File: src/include/cpu_settings.svh
`ifndef CPU_SETTINGS_SVH
`define CPU_SETTINGS_SVH

// register and address width
`define CPU_WORD_WIDTH 32
// memory data width
`define CPU_BUS_WIDTH 16

`define CPU_REG_ADDR_WIDTH 5
`define CPU_REG_COUNT 32

// pc after reset
`define CPU_BOOT_PC 32'hffc00000

// cycles counted per fetch parcel
`define CPU_BUS_WAIT 3

`endif

File: src/source/isa_pkg.sv
`default_nettype none
`include "cpu_settings.svh"

package isa_pkg;
    typedef logic [`CPU_WORD_WIDTH-1:0] word_t;
    typedef logic [`CPU_BUS_WIDTH-1:0] half_t;
    typedef logic [`CPU_REG_ADDR_WIDTH-1:0] reg_addr_t;
    typedef logic [7:0] opcode_t;
    typedef logic [3:0] ccr_t; // {carry, negative, overflow, zero}

    // ir[15:13]
    typedef enum logic [2:0] {
        AM_INH = 3'h0,
        AM_IMM = 3'h1,
        AM_REG = 3'h3,
        AM_DIR = 3'h4,
        AM_PCIND = 3'h5
    } addr_mode_t;

    typedef enum logic [2:0] {
        ALU_AND = 3'h0,
        ALU_OR = 3'h1,
        ALU_ADD = 3'h2,
        ALU_SUB = 3'h3,
        ALU_XOR = 3'h4,
        ALU_PASS = 3'h5 // 6 and 7 pass as well
    } alu_func_t;

    localparam int CCR_C = 3;
    localparam int CCR_N = 2;
    localparam int CCR_V = 1;
    localparam int CCR_Z = 0;

    localparam opcode_t OP_ALU = 8'h00; // low 3 bits select the function
    localparam opcode_t OP_MOV = 8'h10;
    localparam opcode_t OP_CMP = 8'h11;
    localparam opcode_t OP_INC = 8'h13;
    localparam opcode_t OP_DEC = 8'h14;
    localparam opcode_t OP_LDI = 8'h20; // imm mode
    localparam opcode_t OP_BRA = 8'h20; // pcind mode
    localparam opcode_t OP_BEQ = 8'h21;
    localparam opcode_t OP_BNE = 8'h22;
    localparam opcode_t OP_BRN = 8'h2c;
    localparam opcode_t OP_STL = 8'h20; // dir mode
    localparam opcode_t OP_LDL = 8'h21;
    localparam opcode_t OP_JMP = 8'h50;
endpackage

`default_nettype wire

File: src/source/core_pkg.sv
`default_nettype none

package core_pkg;
    typedef enum logic [3:0] {
        ST_FETCH1,
        ST_EVAL1,
        ST_FETCH2,
        ST_EVAL2,
        ST_FETCH3,
        ST_EVAL3,
        ST_STORE,
        ST_STORE2,
        ST_STORE3,
        ST_LOAD,
        ST_LOAD2,
        ST_LOAD3,
        ST_LOAD4,
        ST_PCWAIT,
        ST_FAULT
    } cpu_state_t;

    typedef enum logic {ADDR_PC, ADDR_MAR} addr_sel_t;

    typedef enum logic {MDR_HIGH, MDR_LOW} mdr_sel_t;

    typedef enum logic [2:0] {
        DEST_IR,
        DEST_MDR_LO, // shifts mdr up by one parcel
        DEST_MAR_OFS, // sign-extended branch offset
        DEST_MAR_HI,
        DEST_MAR_LO
    } parcel_dest_t;
endpackage

`default_nettype wire

File: src/source/bus_wait_timer.sv
`timescale 1ns/100ps
`default_nettype none
`include "cpu_settings.svh"

module bus_wait_timer (
    input wire clk,
    input wire rst_n,
    input wire wait_start,
    output logic wait_done
);
    localparam int CW = $clog2(`CPU_BUS_WAIT + 1);

    logic [CW-1:0] count; // 0 when idle

    always_ff @(posedge clk or negedge rst_n) begin
        if (!rst_n) begin
            count <= '0;
        end else if (wait_start) begin
            count <= CW'(`CPU_BUS_WAIT);
        end else if (count != '0) begin
            count <= count - 1'b1;
        end
    end

    assign wait_done = (count == CW'(1)); // last cycle of the parcel
endmodule

`default_nettype wire

File: src/source/alu.sv
`timescale 1ns/100ps
`default_nettype none

module alu (
    input wire isa_pkg::alu_func_t func,
    input wire isa_pkg::word_t in1,
    input wire isa_pkg::word_t in2,
    output isa_pkg::word_t result,
    output isa_pkg::ccr_t flags
);
    import isa_pkg::*;

    localparam int MSB = $bits(word_t) - 1;

    logic carry, overflow;

    always_comb begin
        carry = 1'b0;
        overflow = 1'b0;
        case (func)
            ALU_AND: result = in1 & in2;
            ALU_OR: result = in1 | in2;
            ALU_ADD: begin
                {carry, result} = {1'b0, in1} + {1'b0, in2};
                overflow = (in1[MSB] == in2[MSB]) && (result[MSB] != in1[MSB]);
            end
            ALU_SUB: begin
                {carry, result} = {1'b0, in1} - {1'b0, in2}; // carry is borrow
                overflow = (in1[MSB] != in2[MSB]) && (result[MSB] != in1[MSB]);
            end
            ALU_XOR: result = in1 ^ in2;
            default: result = in1; // pass rB
        endcase
    end

    always_comb begin
        flags[CCR_C] = carry;
        flags[CCR_N] = result[MSB];
        flags[CCR_V] = overflow;
        flags[CCR_Z] = (result == '0);
    end
endmodule

`default_nettype wire

File: src/source/register_file.sv
`timescale 1ns/100ps
`default_nettype none
`include "cpu_settings.svh"

module register_file (
    input wire clk,
    input wire rst_n,
    input wire isa_pkg::reg_addr_t rd_addr1,
    input wire isa_pkg::reg_addr_t rd_addr2,
    output isa_pkg::word_t rd_data1,
    output isa_pkg::word_t rd_data2,
    input wire isa_pkg::reg_addr_t wr_addr,
    input wire wr_en,
    input wire isa_pkg::word_t wr_data
);
    import isa_pkg::*;

    word_t regs [`CPU_REG_COUNT];

    always_ff @(posedge clk or negedge rst_n) begin
        if (!rst_n) begin
            for (int i = 0; i < `CPU_REG_COUNT; i++) begin
                regs[i] <= '0;
            end
        end else if (wr_en) begin
            regs[wr_addr] <= wr_data; // whole word only
        end
    end

    assign rd_data1 = regs[rd_addr1];
    assign rd_data2 = regs[rd_addr2];
endmodule

`default_nettype wire

File: src/source/cpu_datapath.sv
`timescale 1ns/100ps
`default_nettype none
`include "cpu_settings.svh"

module cpu_datapath (
    input wire clk,
    input wire rst_n,
    input wire isa_pkg::half_t data_in,
    input wire parcel_load,
    input wire core_pkg::parcel_dest_t parcel_dest,
    input wire pc_load,
    input wire isa_pkg::word_t pc_value,
    input wire mar_load,
    input wire isa_pkg::word_t mar_value,
    input wire mdr_load,
    input wire isa_pkg::word_t mdr_value,
    input wire core_pkg::addr_sel_t addr_sel,
    input wire core_pkg::mdr_sel_t mdr_sel,
    input wire ccr_load,
    input wire isa_pkg::ccr_t ccr_in,
    output isa_pkg::word_t addrbus,
    output isa_pkg::half_t data_out,
    output isa_pkg::half_t ir,
    output isa_pkg::word_t pc,
    output isa_pkg::word_t mar,
    output isa_pkg::word_t mdr,
    output isa_pkg::ccr_t ccr
);
    import isa_pkg::*;
    import core_pkg::*;

    localparam int HW = $bits(half_t);
    localparam int WW = $bits(word_t);

    word_t offset;

    assign offset = {{(WW - HW){data_in[HW-1]}}, data_in};

    always_ff @(posedge clk or negedge rst_n) begin
        if (!rst_n) begin
            pc <= `CPU_BOOT_PC;
            ir <= '0;
            mar <= '0;
            mdr <= '0;
            ccr <= '0;
        end else begin
            if (pc_load) begin
                pc <= pc_value;
            end else if (parcel_load) begin
                pc <= pc + word_t'(2);
            end
            if (parcel_load) begin
                case (parcel_dest)
                    DEST_MDR_LO: mdr <= {mdr[HW-1:0], data_in};
                    DEST_MAR_OFS: mar <= offset;
                    DEST_MAR_HI: mar <= {data_in, mar[HW-1:0]};
                    DEST_MAR_LO: mar <= {mar[WW-1:HW], data_in};
                    default: ir <= data_in; // opcode parcel
                endcase
            end
            if (mar_load) begin
                mar <= mar_value;
            end
            if (mdr_load) begin
                mdr <= mdr_value;
            end
            if (ccr_load) begin
                ccr <= ccr_in;
            end
        end
    end

    assign addrbus = (addr_sel == ADDR_MAR) ? mar : pc;
    assign data_out = (mdr_sel == MDR_HIGH) ? mdr[WW-1:HW] : mdr[HW-1:0];
endmodule

`default_nettype wire

File: src/source/cpu_control.sv
`timescale 1ns/100ps
`default_nettype none

module cpu_control (
    input wire clk,
    input wire rst_n,
    input wire wait_done,
    input wire isa_pkg::half_t ir,
    input wire isa_pkg::half_t data_in,
    input wire isa_pkg::word_t pc,
    input wire isa_pkg::word_t mar,
    input wire isa_pkg::word_t mdr,
    input wire isa_pkg::ccr_t ccr,
    input wire isa_pkg::word_t alu_result,
    input wire isa_pkg::word_t rd_data1,
    input wire isa_pkg::word_t rd_data2,
    output logic wait_start,
    output logic parcel_load,
    output core_pkg::parcel_dest_t parcel_dest,
    output logic pc_load,
    output isa_pkg::word_t pc_value,
    output logic mar_load,
    output isa_pkg::word_t mar_value,
    output logic mdr_load,
    output isa_pkg::word_t mdr_value,
    output core_pkg::addr_sel_t addr_sel,
    output core_pkg::mdr_sel_t mdr_sel,
    output logic write_out,
    output logic ccr_load,
    output isa_pkg::reg_addr_t rd_addr1,
    output isa_pkg::reg_addr_t rd_addr2,
    output isa_pkg::reg_addr_t wr_addr,
    output logic wr_en,
    output isa_pkg::word_t wr_data,
    output isa_pkg::alu_func_t alu_func,
    output isa_pkg::word_t alu_in1,
    output isa_pkg::word_t alu_in2
);
    import isa_pkg::*;
    import core_pkg::*;

    localparam int HW = $bits(half_t);
    localparam int WW = $bits(word_t);

    cpu_state_t state, state_next;
    logic fetching, fetching_next; // timer running for this parcel
    addr_sel_t addr_sel_next;
    mdr_sel_t mdr_sel_next;
    logic write_out_next;
    addr_mode_t mode;
    opcode_t op;
    reg_addr_t ra, rb, rc;

    assign mode = addr_mode_t'(ir[15:13]);
    assign op = ir[12:5];
    assign ra = ir[4:0];
    assign rb = mdr[12:8]; // second parcel
    assign rc = mdr[4:0];

    always_ff @(posedge clk or negedge rst_n) begin
        if (!rst_n) begin
            state <= ST_FETCH1;
            fetching <= 1'b0;
            addr_sel <= ADDR_PC;
            mdr_sel <= MDR_LOW;
            write_out <= 1'b0;
        end else begin
            state <= state_next;
            fetching <= fetching_next;
            addr_sel <= addr_sel_next;
            mdr_sel <= mdr_sel_next;
            write_out <= write_out_next;
        end
    end

    always_comb begin
        state_next = state;
        fetching_next = fetching;
        addr_sel_next = addr_sel;
        mdr_sel_next = mdr_sel;
        write_out_next = write_out;
        wait_start = 1'b0;
        parcel_load = 1'b0;
        parcel_dest = DEST_IR;
        pc_load = 1'b0;
        pc_value = mar;
        mar_load = 1'b0;
        mar_value = alu_result;
        mdr_load = 1'b0;
        mdr_value = rd_data1;
        ccr_load = 1'b0;
        rd_addr1 = ra;
        rd_addr2 = rb;
        wr_addr = ra;
        wr_en = 1'b0;
        wr_data = alu_result;
        alu_func = ALU_PASS;
        alu_in1 = rd_data1;
        alu_in2 = rd_data2;
        case (state)
            ST_FETCH1, ST_FETCH2, ST_FETCH3: begin
                if (state == ST_FETCH2) begin
                    case (mode)
                        AM_PCIND: parcel_dest = DEST_MAR_OFS;
                        AM_DIR: parcel_dest = DEST_MAR_HI;
                        default: parcel_dest = DEST_MDR_LO;
                    endcase
                end else if (state == ST_FETCH3) begin
                    parcel_dest = (mode == AM_DIR) ? DEST_MAR_LO : DEST_MDR_LO;
                end
                if (!fetching) begin
                    wait_start = 1'b1;
                    fetching_next = 1'b1;
                end else if (wait_done) begin
                    parcel_load = 1'b1;
                    fetching_next = 1'b0;
                    case (state)
                        ST_FETCH1: state_next = ST_EVAL1;
                        ST_FETCH2: state_next = ST_EVAL2;
                        default: state_next = ST_EVAL3;
                    endcase
                end
            end
            ST_EVAL1: begin
                if (mode == AM_REG && (op == OP_INC || op == OP_DEC)) begin
                    alu_func = (op == OP_INC) ? ALU_ADD : ALU_SUB;
                    alu_in2 = word_t'(1);
                    wr_en = 1'b1;
                    state_next = ST_FETCH1;
                end else if (mode inside {AM_IMM, AM_REG, AM_DIR, AM_PCIND}) begin
                    state_next = ST_FETCH2;
                end else begin
                    state_next = ST_FAULT;
                end
            end
            ST_EVAL2: begin
                state_next = ST_FETCH1;
                case (mode)
                    AM_REG: begin
                        if (op[7:3] == OP_ALU[7:3]) begin // rA = rB op rC
                            rd_addr1 = rb;
                            rd_addr2 = rc;
                            alu_func = alu_func_t'(op[2:0]);
                            wr_en = 1'b1;
                        end else if (op == OP_MOV) begin
                            rd_addr1 = rb;
                            wr_data = rd_data1;
                            wr_en = 1'b1;
                        end else if (op == OP_CMP) begin
                            alu_func = ALU_SUB; // rA - rB
                            ccr_load = 1'b1;
                        end else begin
                            state_next = ST_FAULT;
                        end
                    end
                    AM_PCIND: begin
                        alu_func = ALU_ADD;
                        alu_in1 = pc;
                        alu_in2 = mar; // sign-extended offset
                        pc_value = alu_result;
                        state_next = ST_PCWAIT;
                        case (op)
                            OP_BRA: pc_load = 1'b1;
                            OP_BEQ: pc_load = ccr[CCR_Z];
                            OP_BNE: pc_load = !ccr[CCR_Z];
                            OP_BRN: pc_load = 1'b0;
                            default: state_next = ST_FAULT;
                        endcase
                    end
                    AM_IMM, AM_DIR: state_next = ST_FETCH3;
                    default: state_next = ST_FAULT;
                endcase
            end
            ST_EVAL3: begin
                state_next = ST_FAULT;
                if (mode == AM_IMM && op == OP_LDI) begin
                    wr_data = mdr;
                    wr_en = 1'b1;
                    state_next = ST_FETCH1;
                end else if (mode == AM_DIR) begin
                    case (op)
                        OP_STL: begin
                            mdr_load = 1'b1; // rA
                            mdr_sel_next = MDR_HIGH;
                            addr_sel_next = ADDR_MAR;
                            write_out_next = 1'b1;
                            state_next = ST_STORE;
                        end
                        OP_LDL: begin
                            addr_sel_next = ADDR_MAR;
                            state_next = ST_LOAD;
                        end
                        OP_JMP: begin
                            pc_load = 1'b1;
                            state_next = ST_FETCH1;
                        end
                        default: state_next = ST_FAULT;
                    endcase
                end
            end
            ST_STORE: begin
                write_out_next = 1'b0;
                state_next = ST_STORE2;
            end
            ST_STORE2: begin
                alu_func = ALU_ADD;
                alu_in1 = mar;
                alu_in2 = word_t'(2);
                mar_load = 1'b1;
                mdr_sel_next = MDR_LOW;
                write_out_next = 1'b1;
                state_next = ST_STORE3;
            end
            ST_STORE3: begin
                write_out_next = 1'b0;
                addr_sel_next = ADDR_PC;
                state_next = ST_FETCH1;
            end
            ST_LOAD: state_next = ST_LOAD2;
            ST_LOAD2: begin
                wr_data = {data_in, half_t'(0)}; // high half first
                wr_en = 1'b1;
                alu_func = ALU_ADD;
                alu_in1 = mar;
                alu_in2 = word_t'(2);
                mar_load = 1'b1;
                state_next = ST_LOAD3;
            end
            ST_LOAD3: state_next = ST_LOAD4;
            ST_LOAD4: begin
                wr_data = {rd_data1[WW-1:HW], data_in};
                wr_en = 1'b1;
                addr_sel_next = ADDR_PC;
                state_next = ST_FETCH1;
            end
            ST_PCWAIT: state_next = ST_FETCH1;
            default: state_next = ST_FAULT; // never left
        endcase
    end
endmodule

`default_nettype wire

File: src/source/cpu_top.sv
`timescale 1ns/100ps
`default_nettype none

module cpu_top (
    input wire clk,
    input wire rst_n,
    output isa_pkg::word_t addrbus,
    input wire isa_pkg::half_t data_in,
    output isa_pkg::half_t data_out,
    output logic write_out,
    output isa_pkg::ccr_t ccr
);
    import isa_pkg::*;
    import core_pkg::*;

    logic wait_start, wait_done;
    logic parcel_load, pc_load, mar_load, mdr_load, ccr_load, wr_en;
    parcel_dest_t parcel_dest;
    addr_sel_t addr_sel;
    mdr_sel_t mdr_sel;
    word_t pc_value, mar_value, mdr_value;
    word_t pc, mar, mdr;
    half_t ir;
    reg_addr_t rd_addr1, rd_addr2, wr_addr;
    word_t rd_data1, rd_data2, wr_data;
    alu_func_t alu_func;
    word_t alu_in1, alu_in2, alu_result;
    ccr_t alu_flags;

    cpu_control u_control (
        .clk(clk), .rst_n(rst_n), .wait_done(wait_done),
        .ir(ir), .data_in(data_in), .pc(pc), .mar(mar), .mdr(mdr), .ccr(ccr),
        .alu_result(alu_result), .rd_data1(rd_data1), .rd_data2(rd_data2),
        .wait_start(wait_start), .parcel_load(parcel_load), .parcel_dest(parcel_dest),
        .pc_load(pc_load), .pc_value(pc_value),
        .mar_load(mar_load), .mar_value(mar_value),
        .mdr_load(mdr_load), .mdr_value(mdr_value),
        .addr_sel(addr_sel), .mdr_sel(mdr_sel), .write_out(write_out), .ccr_load(ccr_load),
        .rd_addr1(rd_addr1), .rd_addr2(rd_addr2), .wr_addr(wr_addr),
        .wr_en(wr_en), .wr_data(wr_data),
        .alu_func(alu_func), .alu_in1(alu_in1), .alu_in2(alu_in2)
    );

    bus_wait_timer u_timer (
        .clk(clk), .rst_n(rst_n), .wait_start(wait_start), .wait_done(wait_done)
    );

    cpu_datapath u_datapath (
        .clk(clk), .rst_n(rst_n), .data_in(data_in),
        .parcel_load(parcel_load), .parcel_dest(parcel_dest),
        .pc_load(pc_load), .pc_value(pc_value),
        .mar_load(mar_load), .mar_value(mar_value),
        .mdr_load(mdr_load), .mdr_value(mdr_value),
        .addr_sel(addr_sel), .mdr_sel(mdr_sel),
        .ccr_load(ccr_load), .ccr_in(alu_flags),
        .addrbus(addrbus), .data_out(data_out),
        .ir(ir), .pc(pc), .mar(mar), .mdr(mdr), .ccr(ccr)
    );

    register_file u_regs (
        .clk(clk), .rst_n(rst_n),
        .rd_addr1(rd_addr1), .rd_addr2(rd_addr2),
        .rd_data1(rd_data1), .rd_data2(rd_data2),
        .wr_addr(wr_addr), .wr_en(wr_en), .wr_data(wr_data)
    );

    alu u_alu (
        .func(alu_func), .in1(alu_in1), .in2(alu_in2),
        .result(alu_result), .flags(alu_flags)
    );
endmodule

`default_nettype wire

File: config.mk
export PLATFORM = sky130hd
export DESIGN_NAME = cpu_top
export DESIGN_NICKNAME = d
export VERILOG_FILES = /design/src/source/isa_pkg.sv /design/src/source/core_pkg.sv /design/src/source/bus_wait_timer.sv /design/src/source/alu.sv /design/src/source/register_file.sv /design/src/source/cpu_datapath.sv /design/src/source/cpu_control.sv /design/src/source/cpu_top.sv
export VERILOG_INCLUDE_DIRS = /design/src /design/src/include
export SDC_FILE = /design/constraint.sdc
export NUM_CORES = 2
export LEC_CHECK = 0
export BUFFER_PORTS_ARGS = -buffer_cell sky130_fd_sc_hd__buf_2
export CAP_MARGIN = 20
export CORE_UTILIZATION = 55
export CTS_CLUSTER_SIZE = 30
export DETAILED_ROUTE_END_ITERATION = 7
export PLACE_DENSITY_LB_ADDON = 0.25
export SLEW_MARGIN = 10
export SYNTH_ARGS = -nofsm -noshare
export SYNTH_HDL_FRONTEND = slang
export SYNTH_SLANG_ARGS = --single-unit
File: constraint.sdc
create_clock -name clk -period 7.77 [get_ports clk]
set_input_delay 1.1655 -clock clk [delete_from_list [all_inputs] [get_ports clk]]
set_output_delay 1.1655 -clock clk [all_outputs]
set_load 0.1 [all_outputs]
==> metrics.yaml <==
min_period_ns: 7.67
place_area_um2: 76500
hpwl_mm: 202
cp_max_fo: 18
hp-class: "in2async"
clk_latency_ns: 0.82
slew_violations: 0
synth_edf_count: 0
drt-total-wl_mm: 302
clock_path_buffers: 3
clock-skew-final_ns: 0.0590
final_layout_size_suffix_gt1_frac: 0.204
drv_cap: 0
vias: 68609
die_h_um: 356
cts_tree: "done"
grt_use_total: 0.469
worstPathRequired_ns: 8.38
max_stage_delay_ns: 0.55
synth_compound_area_frac: 0.195
finalHoldViolCount: 0
rr_endpoint: "u_regs.regs[1019]"
crit_path_top_delay_cell: "mux4_2"
synthAdderAreaFrac: 0.0191
post-synth-top-area-fraction: 0.414
core_area_um2: 124000
path_class: "reg2reg"
status: "finished, violations left"
slew_headroom: 0.161
r2r_slack_ns: 0.1
syn_area_um2: 68800
reg2reg_from: "u_control.state[3]"
drtIter0Drc: 11504
setup_viol_count_final: 0
final_nets: 8305
overflow: 0
grt_start_max_net_pins: 175
grt_pass1_wl_mm: 437
die_area_um2: 127000
wl_per_cell_um: 30.4
end_kind: "flop"
synthesis.nets: 7953
ys_seq_area_frac: 0.418
synth_xor_area_frac: 0.00509
fin_area_um2: 81500
cp-start-kind: "flop"
areaGrowthSynthToFinish_pct: 18.3
clk_pin_slew_ns: 0.06
fp-row-count: 129
drt-vias-per-instance: 6.91
crit_start: "u_control.state[3]"
cp.arrival_ns: 8.28
yosys.area.top_type: "dfrtp_1"
crit_top_cell: "buf_4"
synth-simple-area-share: 0.169
grt_pass1_vias: 64876
gp_congestion: 1.09
numPortBuffers: 70
yosys_register_bits: 1150
root_buffer: "clkbuf_16"
synth_mux_area_frac: 0.142
yosys_warnings: 0
fill_cells: 10063
final_util: 0.657
drc: 32
tightestPinTransition_ns: 1.26
yosysUniqueCellTypes: 94
fin_crit_sh: 0.988
synth.avg_cell_area_um2: 8.79
synth-async-reset-ratio: 1.00
chipWidth_um: 356
htreeDepth: 3
synth_top_family_by_area: "compound AO/OA/AOI/OAI gates"
drtPass1Iterations: 8
yosys-top-cells-area: "dfrtp_1 (41%), mux4_2 (8.7%), nand2_1 (8.1%)"
ys.flop_type: "dfrtp_1"
start_util: 0.555
cts_buffers: 121
violations: "DRC"
reg2reg_depth: 36
ant_nets: 0
ios: 71
postSynthCellCount: 7831
cts.sinks: 1150
grt_antenna_before_repair: 15
fmax_mhz: 130
==> critical path, delay by kind of cell, from the launching register on <==
kind                     cells  cell delay [ns]
XOR/XNOR                     1             0.08
AND/OR/NAND/NOR              7             0.90
AO/OA/AOI/OAI               14             2.66
buffers and inverters       11             2.22
adder cells (fa/ha/maj)      1             0.34
multiplexers                 2             0.76
flip-flops                   1             0.42
==> cell families after synthesis <==
logic type	after synthesis
xor gates and xnor gates	40
buffers and inverters	856
DFF	1150
and+or+nand+nor	2802
AOI/OAI and AO/OA	2246
muxes	633
adders and majority gates	104
==> state kept, by name, indices dropped and copies added, names as in the netlist <==
register,count
u_control.state,4
u_datapath.ccr,4
u_timer.count,2
u_control.mdr_sel,1
u_datapath.mar,32
u_datapath.mdr,32
u_datapath.pc,32
u_control.fetching,1
u_datapath.ir,16
u_regs.regs,1024
u_control.addr_sel,1
u_control.write_out,1
==> layout by cell type, fill, tap and decap left out, types with 16 or more instances in the layout <==
cell type  count
a211oi_1     123
a21o_1        25
a21oi_1      762
a221oi_1      23
a22o_1        23
a22oi_1       87
a311oi_1      51
a31oi_1       81
a32oi_1       19
and3_1        52
buf_12        92
buf_2         69
buf_4        749
clkbuf_1      30
clkbuf_16    129
clkbuf_8      32
clkinv_2      18
dfrtp_1     1138
ha_1          99
inv_1        151
mux2_2       108
mux2i_1      242
mux4_2       266
nand2_1     1470
nand2b_1      20
nand3_1      248
nand4_1       27
nor2_1       754
nor2b_1       20
nor3_1        50
nor4_1        20
o211ai_1      19
o21a_1        39
o21ai_0      645
o21ai_1       44
o221ai_1      27
o22ai_1       69
xnor2_1       24
xor2_1        16
==> area by class of cell <==
type	instances	area [um2]	area share
Clock buffer	187	3680	0.0452
Clock inverter	39	542	0.00665
Sequential cell	1150	28800	0.353
Inverter	151	567	0.00696
Tap cell	1637	2050	0.0251
Timing Repair Buffer	934	8230	0.101
Multi-Input combinational cell	5825	37600	0.461
Antenna cell	3	7.51	0.0000922
==> worst max path at each step <==
stage	slack [ns]	end
floorplan	0.25	u_regs.regs[444]
global placement	-0.59	u_regs.regs[383]
detailed placement	-0.28	u_regs.regs[767]
CTS	0.007	u_regs.regs[1019]
global route	-0.04	u_regs.regs[475]
finish	0.1	u_regs.regs[1019]
==> through the flow <==
| stage | instances | setup TNS, ns | hold slack, ns | setup slack, ns |
|---|---|---|---|---|
| 4_1_cts | 9892 | 0 | 0.389 | 0.00664 |
| 5_1_grt | 9923 | -0.567 | 0.371 | -0.0395 |
| 3_5_place_dp | 9664 | -15.36 | 0.462 | -0.281 |
| 3_3_place_gp | 9661 | -45.09 | 0.458 | -0.585 |
| 6_report | 9926 | 0 | 0.296 | 0.0951 |
| 2_1_floorplan | 7831 | 0 | 0.459 | 0.248 |
==> metal layers <==
layer  up-vias  wire [um]  track usage
li1      28640          -            -
met1     33040     106000        0.591
met2      5488     125000        0.665
met3      1423      44700        0.171
met4        18      25600        0.342
met5         -        131      0.00113
==> cell usage after synthesis, drive strengths merged, types with 19 or more instances <==
cell type / number
a22oi: 87
buf: 207
a21oi: 782
nor2: 774
and3: 56
inv: 151
mux2: 113
a21o: 28
dfrtp: 1139
o21a: 40
o22ai: 70
o211ai: 19
a221oi: 34
clkbuf: 498
o221ai: 27
a31oi: 86
a22o: 23
nand2: 1488
nand2b: 20
nand3: 251
a32oi: 19
o31ai: 21
nor2b: 21
nor4: 25
xnor2: 24
mux4: 266
a211oi: 129
nand4: 27
a311oi: 53
ha: 102
nor3: 58
mux2i: 254
o21ai: 694
==> what timing repair did <==
action	CTS	global route
cloned	1	4
resized for setup	19	75
setup buffers	1	23
hold buffers	0	0
setup endpoints to repair	174	520
pin swaps	3	18
Power is not shown: default switching activity piles up to over one toggle a cycle in this logic, so the estimate is an artifact.
